==> config.mk <==
export PLATFORM = sky130hd
export DESIGN_NAME = msg_ctrl
export DESIGN_NICKNAME = d
export VERILOG_FILES = /design/src/common/coh_pkg.sv /design/src/hw/msg_ctrl.sv /design/src/snoop/snoop_req_queue.sv /design/src/snoop/snoop_rsp_fsm.sv
export VERILOG_INCLUDE_DIRS = /design/src /design/src/common
export SDC_FILE = /design/constraint.sdc
export NUM_CORES = 1
export LEC_CHECK = 0
export BUFFER_PORTS_ARGS = -buffer_cell sky130_fd_sc_hd__buf_2
export CAP_MARGIN = 20
export CORE_MARGIN = 4
export CORE_UTILIZATION = 53
export CTS_CLUSTER_DIAMETER = 80
export DETAILED_ROUTE_END_ITERATION = 8
export PLACE_DENSITY_LB_ADDON = 0.3
export SLEW_MARGIN = 10
export SYNTH_ARGS = -nofsm -noshare
export SYNTH_HDL_FRONTEND = slang
export SYNTH_SLANG_ARGS = --single-unit
==> constraint.sdc <==
create_clock -name clk -period 2.5 [get_ports clk]
set_input_delay 0.625 -clock clk [delete_from_list [all_inputs] [get_ports clk]]
set_output_delay 0.625 -clock clk [all_outputs]
set_load 0.01 [all_outputs]
==> src/common/coh_params.svh <==
`ifndef COH_PARAMS_SVH
`define COH_PARAMS_SVH

`define COH_CACHE_NUM 4
`define COH_ID_W      2
`define COH_ADDR_W    32
`define COH_OPC_W     4

// opcode, ta, ra, index from the top down
`define COH_MSG_W     (`COH_OPC_W + 2 * `COH_ID_W + `COH_ADDR_W)

`define COH_IDX_LSB   0
`define COH_RA_LSB    (`COH_IDX_LSB + `COH_ADDR_W)
`define COH_TA_LSB    (`COH_RA_LSB + `COH_ID_W)
`define COH_OPC_LSB   (`COH_TA_LSB + `COH_ID_W)

// one outstanding request per cache at most
`define COH_Q_DEPTH   `COH_CACHE_NUM

`endif

==> src/common/coh_pkg.sv <==
`include "coh_params.svh"

package coh_pkg;

    // message opcodes, bit 2 marks a request
    localparam logic [`COH_OPC_W-1:0] opc_wr_ack    = 4'b0000;
    localparam logic [`COH_OPC_W-1:0] opc_rd_ack    = 4'b0010;
    localparam logic [`COH_OPC_W-1:0] opc_share_ack = 4'b0011;
    localparam logic [`COH_OPC_W-1:0] opc_wr_req    = 4'b0100;
    localparam logic [`COH_OPC_W-1:0] opc_rd_req    = 4'b0101;

    // directory status, other codes read as clean
    localparam logic [2:0] st_absent = 3'b000;
    localparam logic [2:0] st_clean  = 3'b001;
    localparam logic [2:0] st_dirty  = 3'b010;

    localparam logic [2:0] cmd_lookup     = 3'b001;
    localparam logic [2:0] cmd_downgrade  = 3'b010;
    localparam logic [2:0] cmd_invalidate = 3'b011;

    localparam logic [1:0] fcmd_writeback = 2'b01;

endpackage

==> src/hw/msg_ctrl.sv <==
`timescale 1ns/1ps
`include "coh_params.svh"

module msg_ctrl #(
    parameter int cache_id = 0
) (
    input  logic                   clk,
    input  logic                   rst_n,

    output logic                   acc_req,
    input  logic                   acc_gnt,
    output logic [2:0]             acc_cmd,
    output logic [`COH_ADDR_W-1:0] acc_index,
    input  logic [2:0]             acc_status,

    output logic                   fetch_req,
    input  logic                   fetch_gnt,
    output logic [1:0]             fetch_cmd,
    output logic [`COH_ADDR_W-1:0] fetch_addr,
    input  logic                   fetch_done,

    output logic                   msg_req,
    input  logic                   msg_gnt,
    output logic [`COH_MSG_W-1:0]  msg,
    input  logic                   msg_in_valid,
    input  logic [`COH_MSG_W-1:0]  msg_in
);

    logic                  req_valid;
    logic [`COH_MSG_W-1:0] req_word;
    logic                  req_pop;

    snoop_req_queue #(
        .cache_id     (cache_id)
    ) u_req_queue (
        .clk          (clk),
        .rst_n        (rst_n),
        .msg_in_valid (msg_in_valid),
        .msg_in       (msg_in),
        .req_pop      (req_pop),
        .req_valid    (req_valid),
        .req_word     (req_word)
    );

    snoop_rsp_fsm #(
        .cache_id     (cache_id)
    ) u_rsp_fsm (
        .clk          (clk),
        .rst_n        (rst_n),
        .req_valid    (req_valid),
        .req_word     (req_word),
        .req_pop      (req_pop),
        .acc_req      (acc_req),
        .acc_gnt      (acc_gnt),
        .acc_cmd      (acc_cmd),
        .acc_index    (acc_index),
        .acc_status   (acc_status),
        .fetch_req    (fetch_req),
        .fetch_gnt    (fetch_gnt),
        .fetch_cmd    (fetch_cmd),
        .fetch_addr   (fetch_addr),
        .fetch_done   (fetch_done),
        .msg_req      (msg_req),
        .msg_gnt      (msg_gnt),
        .msg          (msg)
    );

endmodule

==> src/snoop/snoop_req_queue.sv <==
`timescale 1ns/1ps
`include "coh_params.svh"

module snoop_req_queue #(
    parameter int cache_id = 0
) (
    input  logic                  clk,
    input  logic                  rst_n,
    input  logic                  msg_in_valid,
    input  logic [`COH_MSG_W-1:0] msg_in,
    input  logic                  req_pop,
    output logic                  req_valid,
    output logic [`COH_MSG_W-1:0] req_word
);

    localparam int ptr_w = $clog2(`COH_Q_DEPTH);
    localparam int cnt_w = $clog2(`COH_Q_DEPTH + 1);
    localparam logic [ptr_w-1:0] last_slot = ptr_w'(`COH_Q_DEPTH - 1);
    localparam logic [cnt_w-1:0] full_cnt  = cnt_w'(`COH_Q_DEPTH);

    logic [`COH_MSG_W-1:0] mem [`COH_Q_DEPTH];
    logic [ptr_w-1:0]      wr_ptr;
    logic [ptr_w-1:0]      rd_ptr;
    logic [cnt_w-1:0]      count;
    logic [`COH_OPC_W-1:0] in_opc;
    logic [`COH_ID_W-1:0]  in_ra;
    logic                  is_req;
    logic                  push;
    logic                  full;

    assign in_opc = msg_in[`COH_OPC_LSB +: `COH_OPC_W];
    assign in_ra  = msg_in[`COH_RA_LSB +: `COH_ID_W];
    assign is_req = (in_opc == coh_pkg::opc_rd_req) || (in_opc == coh_pkg::opc_wr_req);
    assign push   = msg_in_valid && is_req && (in_ra == cache_id[`COH_ID_W-1:0]);

    assign full      = (count == full_cnt);
    assign req_valid = (count != '0);
    assign req_word  = mem[rd_ptr]; // head of queue

    always_ff @(posedge clk) begin
        if (push) begin
            mem[wr_ptr] <= msg_in;
        end
    end

    always_ff @(posedge clk or negedge rst_n) begin
        if (!rst_n) begin
            wr_ptr <= '0;
            rd_ptr <= '0;
            count  <= '0;
        end else begin
            if (push) begin
                wr_ptr <= (wr_ptr == last_slot) ? '0 : wr_ptr + 1'b1;
            end
            if (req_pop) begin
                rd_ptr <= (rd_ptr == last_slot) ? '0 : rd_ptr + 1'b1;
            end
            case ({push, req_pop})
                2'b10:   count <= count + 1'b1;
                2'b01:   count <= count - 1'b1;
                default: count <= count; // both or neither
            endcase
        end
    end

    // sender keeps one request per cache in flight
    a_no_overflow: assert property (
        @(posedge clk) disable iff (!rst_n) !(push && full)
    ) else $error("snoop queue written while full");

    // fsm pops only a request it has served
    a_no_underflow: assert property (
        @(posedge clk) disable iff (!rst_n) !(req_pop && !req_valid)
    ) else $error("snoop queue popped while empty");

endmodule

==> src/snoop/snoop_rsp_fsm.sv <==
`timescale 1ns/1ps
`include "coh_params.svh"

module snoop_rsp_fsm #(
    parameter int cache_id = 0
) (
    input  logic                   clk,
    input  logic                   rst_n,

    input  logic                   req_valid,
    input  logic [`COH_MSG_W-1:0]  req_word,
    output logic                   req_pop,

    output logic                   acc_req,
    input  logic                   acc_gnt,
    output logic [2:0]             acc_cmd,
    output logic [`COH_ADDR_W-1:0] acc_index,
    input  logic [2:0]             acc_status,

    output logic                   fetch_req,
    input  logic                   fetch_gnt,
    output logic [1:0]             fetch_cmd,
    output logic [`COH_ADDR_W-1:0] fetch_addr,
    input  logic                   fetch_done,

    output logic                   msg_req,
    input  logic                   msg_gnt,
    output logic [`COH_MSG_W-1:0]  msg
);

    localparam logic [2:0] s_idle    = 3'd0;
    localparam logic [2:0] s_lookup  = 3'd1;
    localparam logic [2:0] s_wb_req  = 3'd2;
    localparam logic [2:0] s_wb_wait = 3'd3;
    localparam logic [2:0] s_update  = 3'd4;
    localparam logic [2:0] s_send    = 3'd5;
    localparam logic [2:0] s_done    = 3'd6;

    logic [2:0]             state;
    logic [2:0]             state_nxt;
    logic [2:0]             status_q;
    logic [`COH_OPC_W-1:0]  req_opc;
    logic [`COH_ID_W-1:0]   req_ta;
    logic [`COH_ADDR_W-1:0] req_idx;
    logic [`COH_OPC_W-1:0]  rsp_opc;
    logic                   is_wr;
    logic                   acc_hs;
    logic                   fetch_hs;
    logic                   msg_hs;

    assign req_opc = req_word[`COH_OPC_LSB +: `COH_OPC_W];
    assign req_ta  = req_word[`COH_TA_LSB +: `COH_ID_W];
    assign req_idx = req_word[`COH_IDX_LSB +: `COH_ADDR_W];
    assign is_wr   = (req_opc == coh_pkg::opc_wr_req);

    assign acc_hs   = acc_req && acc_gnt;
    assign fetch_hs = fetch_req && fetch_gnt;
    assign msg_hs   = msg_req && msg_gnt;

    always_ff @(posedge clk or negedge rst_n) begin
        if (!rst_n) begin
            state <= s_idle;
        end else begin
            state <= state_nxt;
        end
    end

    always_comb begin
        state_nxt = state;
        case (state)
            s_idle: begin
                if (req_valid) begin
                    state_nxt = s_lookup;
                end
            end
            s_lookup: begin
                if (acc_hs) begin
                    if (acc_status == coh_pkg::st_absent) begin
                        state_nxt = s_send;
                    end else if (acc_status == coh_pkg::st_dirty) begin
                        state_nxt = s_wb_req;
                    end else begin
                        state_nxt = s_update;
                    end
                end
            end
            s_wb_req:  if (fetch_hs) state_nxt = s_wb_wait;
            s_wb_wait: if (fetch_done) state_nxt = s_update;
            s_update:  if (acc_hs) state_nxt = s_send;
            s_send:    if (msg_hs) state_nxt = s_done;
            default:   state_nxt = s_idle; // s_done pops the head
        endcase
    end

    always_ff @(posedge clk) begin
        if (state == s_lookup && acc_hs) begin
            status_q <= acc_status; // decides share ack
        end
    end

    always_comb begin
        if (is_wr) begin
            rsp_opc = coh_pkg::opc_wr_ack;
        end else if (status_q != coh_pkg::st_absent) begin
            rsp_opc = coh_pkg::opc_share_ack;
        end else begin
            rsp_opc = coh_pkg::opc_rd_ack;
        end
    end

    assign acc_req    = (state == s_lookup) || (state == s_update);
    assign acc_cmd    = (state != s_update) ? coh_pkg::cmd_lookup :
                        is_wr ? coh_pkg::cmd_invalidate : coh_pkg::cmd_downgrade;
    assign acc_index  = req_idx;
    assign fetch_req  = (state == s_wb_req);
    assign fetch_cmd  = coh_pkg::fcmd_writeback;
    assign fetch_addr = req_idx;
    assign msg_req    = (state == s_send);
    assign msg        = {rsp_opc, cache_id[`COH_ID_W-1:0], req_ta, req_idx}; // back to requester
    assign req_pop    = (state == s_done);

    // head stays queued until s_done pops it
    a_head_held: assert property (
        @(posedge clk) disable iff (!rst_n) (state != s_idle) |-> req_valid
    ) else $error("request in service left the queue");

    a_msg_stable: assert property (
        @(posedge clk) disable iff (!rst_n) msg_req && !msg_gnt |=> $stable(msg)
    ) else $error("response word changed while waiting for msg_gnt");

endmodule

# == Word level (Yosys, flattened, before mapping) ==
# Memory sizes are Yosys's and may differ from the RTL's.
# Cells that the tools add are included.
# classes
n_addsub,4
n_eq_ne,21
muxes,18
reduce_logical,15
# op_table
cell,count
$mux W3,9
$pmux W3 S6,1
$eq A4 B3 Y1 const B,3
$eq A3 B2 Y1 const B,3
$eq A3 B3 Y1 const B,3
$ne A2 B2 Y1 const B,4
$eq A2 B2 Y1 const B,3
$logic_and A1 B1 Y1,6
$logic_not A3 Y1,2
$mux W2,3
$pmux W3 S2,1
$reduce_and A6 Y1,1
$reduce_bool A3 Y1,2
$add A2 B1 Y2 const B,2
$mux W1,4
$ne A2 B1 Y1 const B,2
$add A3 B1 Y3 const B,1
$eq A3 B1 Y1 const B,1
$ne A3 B3 Y1 const B,1
$sub A3 B1 Y3 const B,1
$eq A2 B1 Y1 const B,1
$logic_not A2 Y1,1
$logic_or A1 B1 Y1,2
$reduce_bool A2 Y1,1
# word_totals
ff_bits,13
ram_bits,160
input_bits,50
elab_cells,64
n_memories,1
# memory_table
memory,words,width,read_ports,rd_clocked_by_memory_dff,wr,line,rtl
u_req_queue.mem,4,40,1,0,1,snoop_req_queue.sv:21,logic [`COH_MSG_W-1:0] mem [`COH_Q_DEPTH];

# == Longest topological paths before layout ==
# logic_depth
ltp_word,6
ltp_mapped,8
ltp_nobuf,8

# == Modules after synthesis ==
# A second synthesis with hierarchy kept.
# unflattened
cells_unflattened,390
hier_area_um2,7443.4
# by_module_without_submodules
mod,n_inst,cells_per_inst,area_per_inst_um2,seq_area_each_um2
snoop_req_queue,1,245,6262.3,4979.8
snoop_rsp_fsm,1,145,1181.1,165.2

# == Least setup slack after synthesis ==
# Ideal clock, no wire load.
# synth_timing
kind,input port to flip-flop
from,input msg_in[39]
to,"memory u_req_queue.mem[3][0] in the netlist's numbering, enable pin"
setup_time_ps,399
t_arrival_ps,2231
t_required_ps,2101
setup_slack_ps,-129
cell_stages,3
n_path_buf,0
path_cell_list,nand4bb_1 nor3_1 and2_1
# synth_between
elab_chain_cells,6
word_cells_on_any_way,7
# synth_rtl
item,line,rtl
start: declaration,msg_ctrl.sv:26,input logic [`COH_MSG_W-1:0] msg_in
$eq A4 B3 Y1,snoop_req_queue.sv:33,assign is_req = (in_opc == coh_pkg::opc_rd_req) || (in_opc == coh_pkg::opc_wr_req);
$logic_or A1 B1 Y1 *,snoop_req_queue.sv:33,
$logic_and A1 B1 Y1 * (2 in a row),snoop_req_queue.sv:34,assign push = msg_in_valid && is_req && (in_ra == cache_id[`COH_ID_W-1:0]);
$mux W1 *,snoop_req_queue.sv:41,if (push) begin
$mux W1 (implied by the code) *,snoop_req_queue.sv:42,mem[wr_ptr] <= msg_in;
end: declaration,snoop_req_queue.sv:21,
# Mark *: on every way between the ends. The rest lies on a longest branch, timed or not.

# == Final worst setup path ==
# layout_timing
from,register u_req_queue.rd_ptr[0]
to,output acc_index[29]
# layout_between
elab_chain_cells,1
# layout_rtl
item,line,rtl
start: declaration,snoop_req_queue.sv:23,logic [ptr_w-1:0] rd_ptr;
start signal: assignment,snoop_req_queue.sv:56,rd_ptr <= (rd_ptr == last_slot) ? '0 : rd_ptr + 1'b1;
$mem_v2 Z4 W40,n/a,
end: declaration,msg_ctrl.sv:13,"output logic [`COH_ADDR_W-1:0] acc_index,"
# Every way passes these cells.

==> flow_summary_export.csv <==
group,metric,value,unit
run_status,status,"finished, final reports clean",
final_layout,stdcell_count,651,
clock_network,h-tree-depth,4,
detailed_routing,first_pass_iters,4,
global_route,grt_pass1_wl,17.6,mm
sta,rsz0062_at_grt,"yes",
power,irDropWorstVdd,0.643,mV
floorplan,start_util,54.0,%
placed_design,dp_cells,618,
sta,period_share,96.9,%
sta,hold_violations,0,
setup_path,crit_path_max_incr_delay,0.58,ns
sta,slew_violations,0,
floorplan,fp.dieW,121,µm
setup_path,path_depth,3,
synthesis,syn_area_per_cell,19.2,µm²
placed_design,gp_congestion,0.779,
global_route,grt_antenna_before_repair,2,
synthesis,seq_area_frac_synth,72.0,%
setup_path,start_kind,"flip-flop",
clock_network,clock-sinks,165,
setup_path,critPathKind,"flip-flop to primary output",
final_layout,multi_input_area,0.00130,mm²
global_route,met2_usage,26.6,%
setup_path,cp_top_family,"multiplexers",
clock_network,clockRootBuffer,"clkbuf_16",
setup_path,reg2reg_slack,0.44,ns
floorplan,core,0.0126,mm²
placed_design,place.port_buffers,154,
global_route,use_met3,4.66,%
final_layout,n_fill_cell,901,
final_layout,final_cell_mix,"155 x edfxtp_1, 154 x buf_2, 35 x mux4_2",
flow_run,drv_cap,0,
setup_path,cp_slowest_cell,"mux4_2",
synthesis,synth.largest_area_cell,"edfxtp_1",
setup_path,cp.arrival,1.80,ns
setup_path,cp.required,1.88,ns
synthesis,synth.distinct_cells,34,
final_layout,fin_nets,522,
power,p_leak,2.99,nW
synthesis,synth_warnings,0,
setup_path,cp_num_buf_inv,2,
detailed_routing,routed_wl,11.7,mm
sta,timing.hold.ws,0.0687,ns
final_layout,regArea,0.00491,mm²
power,p_per_area,1090,mW/mm²
global_route,grt_max_degree,27,
floorplan,io_pins,162,
detailed_routing,drc,0,
clock_network,cts_tree,"yes",
setup_path,cp-end-kind,"primary output",
setup_path,r2r_cells,8,
synthesis,synth.cell_area,0.00681,mm²
detailed_routing,ant_nets,0,
floorplan,die-area,0.0147,mm²
clock_network,cts_buffer_depth,2,
final_layout,finish.utilization,63.9,%
detailed_routing,wl_per_cell,18.0,µm
setup_path,crit_fanout,24,
floorplan,die_h,121,µm
final_layout,area_growth_syn_to_layout,18.4,%
global_route,grt_util_met1,20.7,%
final_layout,fin_area,0.00806,mm²
clock_network,cts_hold_buf,0,
floorplan,row_count,41,
sta,fin_skew,0.00709,ns
sta,finalCriticalPeriod,2.42,ns
detailed_routing,vias,3328,
global_route,gr-max-usage-layer,"met2",
synthesis,synth_seq_cells,165,
detailed_routing,drt_iter0_drc,197,
clock_network,numCtsBuffers,17,
setup_path,critical_path.cell_chain,"buf_12 -> mux4_2 -> buf_2",
placed_design,dp.final_hpwl,7.73,mm
global_route,track_usage,16.4,%
sta,clock.fmax,0.413,GHz
detailed_routing,via_per_inst,5.11,
synthesis,syn_inst,354,
sta,finalSetupViolCount,0,
global_route,grt_pass1_vias,3209,
placed_design,placed_cell_area,0.00739,mm²
clock_network,path_clk_slew,0.06,ns
clock_network,worstSkewPairLatency,0.41,ns
final_layout,final_common_cell,"edfxtp_1",
hold_path,hp-class,"primary input to async pin",
synthesis,synth_top_area_share,68.4,%
synthesis,synthTopCellsByArea,"edfxtp_1 68%, mux4_2 12%, buf_4 8.0%",
global_route,grt-ovfl-total,0,
final_layout,drive_gt1_share,51.9,%
==> logic make-up (layout without fill, tap and decap cells) <==
| group | count (synthesis) | count (layout) | synth area share, % |
|---|---|---|---|
| buffers and inverters | 89 | 208 | 9.24 |
| XOR/XNOR | 4 | 4 | 0.515 |
| other | 2 | 8 | 0.110 |
| AO/OA/AOI/OAI | 11 | 11 | 1.25 |
| flip-flops | 165 | 165 | 72.0 |
| AND/OR/NAND/NOR | 36 | 36 | 3.07 |
| adder cells (fa/ha/maj) | 7 | 7 | 1.40 |
| multiplexers | 40 | 40 | 12.4 |
==> per-stage QoR <==
step	setup TNS (ns)	worst slack [ns]	total power, mW
floorplan	0	0.0880	5.70
global placement	0	0.155	6.06
detailed placement	0	0.102	6.10
CTS	0	0.0305	8.93
global route	-0.0144	-0.0129	9.25
finish	0	0.0766	8.82
==> power by group <==
part	internal (mW)	switching (mW)	leakage (nW)
sequential	3.12	0.105	1.51
combinational	1.31	1.45	1.16
clock	1.87	0.960	0.323
total	6.31	2.51	2.99
==> worst paths after layout <==
path / end / start
worst min-delay path: u_req_queue.count[1] / rst_n
min in group clk: u_rsp_fsm.status_q[2] / acc_status[2]
worst min register to register: u_req_queue.count[2] / u_req_queue.count[2]
worst max-delay path: acc_index[29] / u_req_queue.rd_ptr[0]
max in group asynchronous: u_req_queue.rd_ptr[0] / rst_n
worst max register to register: u_req_queue.count[2] / u_rsp_fsm.state[1]
==> repair_timing <==
item,4_1_cts,5_1_grt
gates resized for setup,1,0
setup buffers,0,0
endpoints found under the setup margin,16,5
==> synth_stat cells <==
cell,count
edfxtp_1,155
buf_4,73
mux4_2,35
dfrtp_1,10
nor2_1,8
inv_1,7
nand2_1,7
ha_1,6
buf_2,5
nor3_1,5
and2_1,4
mux2_2,4
nor4b_1,4
o21ai_0,4
xnor2_1,3
a21oi_1,2
buf_6,2
clkbuf_1,2
conb_1,2
o211ai_2,2
a211oi_1,1
a21o_1,1
a2bb2oi_2,1
and2b_1,1
and3_1,1
fa_1,1
mux2i_1,1
nand2b_1,1
nand4_1,1
nand4bb_1,1
nor4_1,1
or4b_1,1
or4b_4,1
xor2_1,1
==> sequential cells by signal, summed over array words and instances, names as in the netlist <==
| name | flops |
|---|---|
| u_req_queue.mem | 152 |
| u_req_queue.count | 3 |
| u_rsp_fsm.state | 3 |
| u_rsp_fsm.status_q | 3 |
| u_req_queue.rd_ptr | 2 |
| u_req_queue.wr_ptr | 2 |
==> area by class of cell <==
cell class | count | share of cell area [%]
multi-input cells | 105 | 16.1
clock buffers | 23 | 6.05
repair buffers | 169 | 11.8
well taps | 172 | 2.67
flip-flops and latches | 165 | 60.9
inverters | 7 | 0.326
clock inverters | 9 | 2.14
diodes | 1 | 0.0310
==> routing by layer <==
layer	up-vias	wire length [µm]	share of wire [%]
met5	-	12	0.10
li1	1517	-	-
met3	17	706	6.0
met2	107	6090	52
met1	1685	4690	40
met4	2	218	1.9
==> worst reg2reg max path: cells and delay by family, from the launching register on <==
family / cells / cell delay, ns
adder cells (fa/ha/maj): 2 / 0.68
XOR/XNOR: 2 / 0.31
AND/OR/NAND/NOR: 2 / 0.14
flip-flops: 1 / 0.48
buffers and inverters: 2 / 0.34
Power figures use the tool's default switching activity.
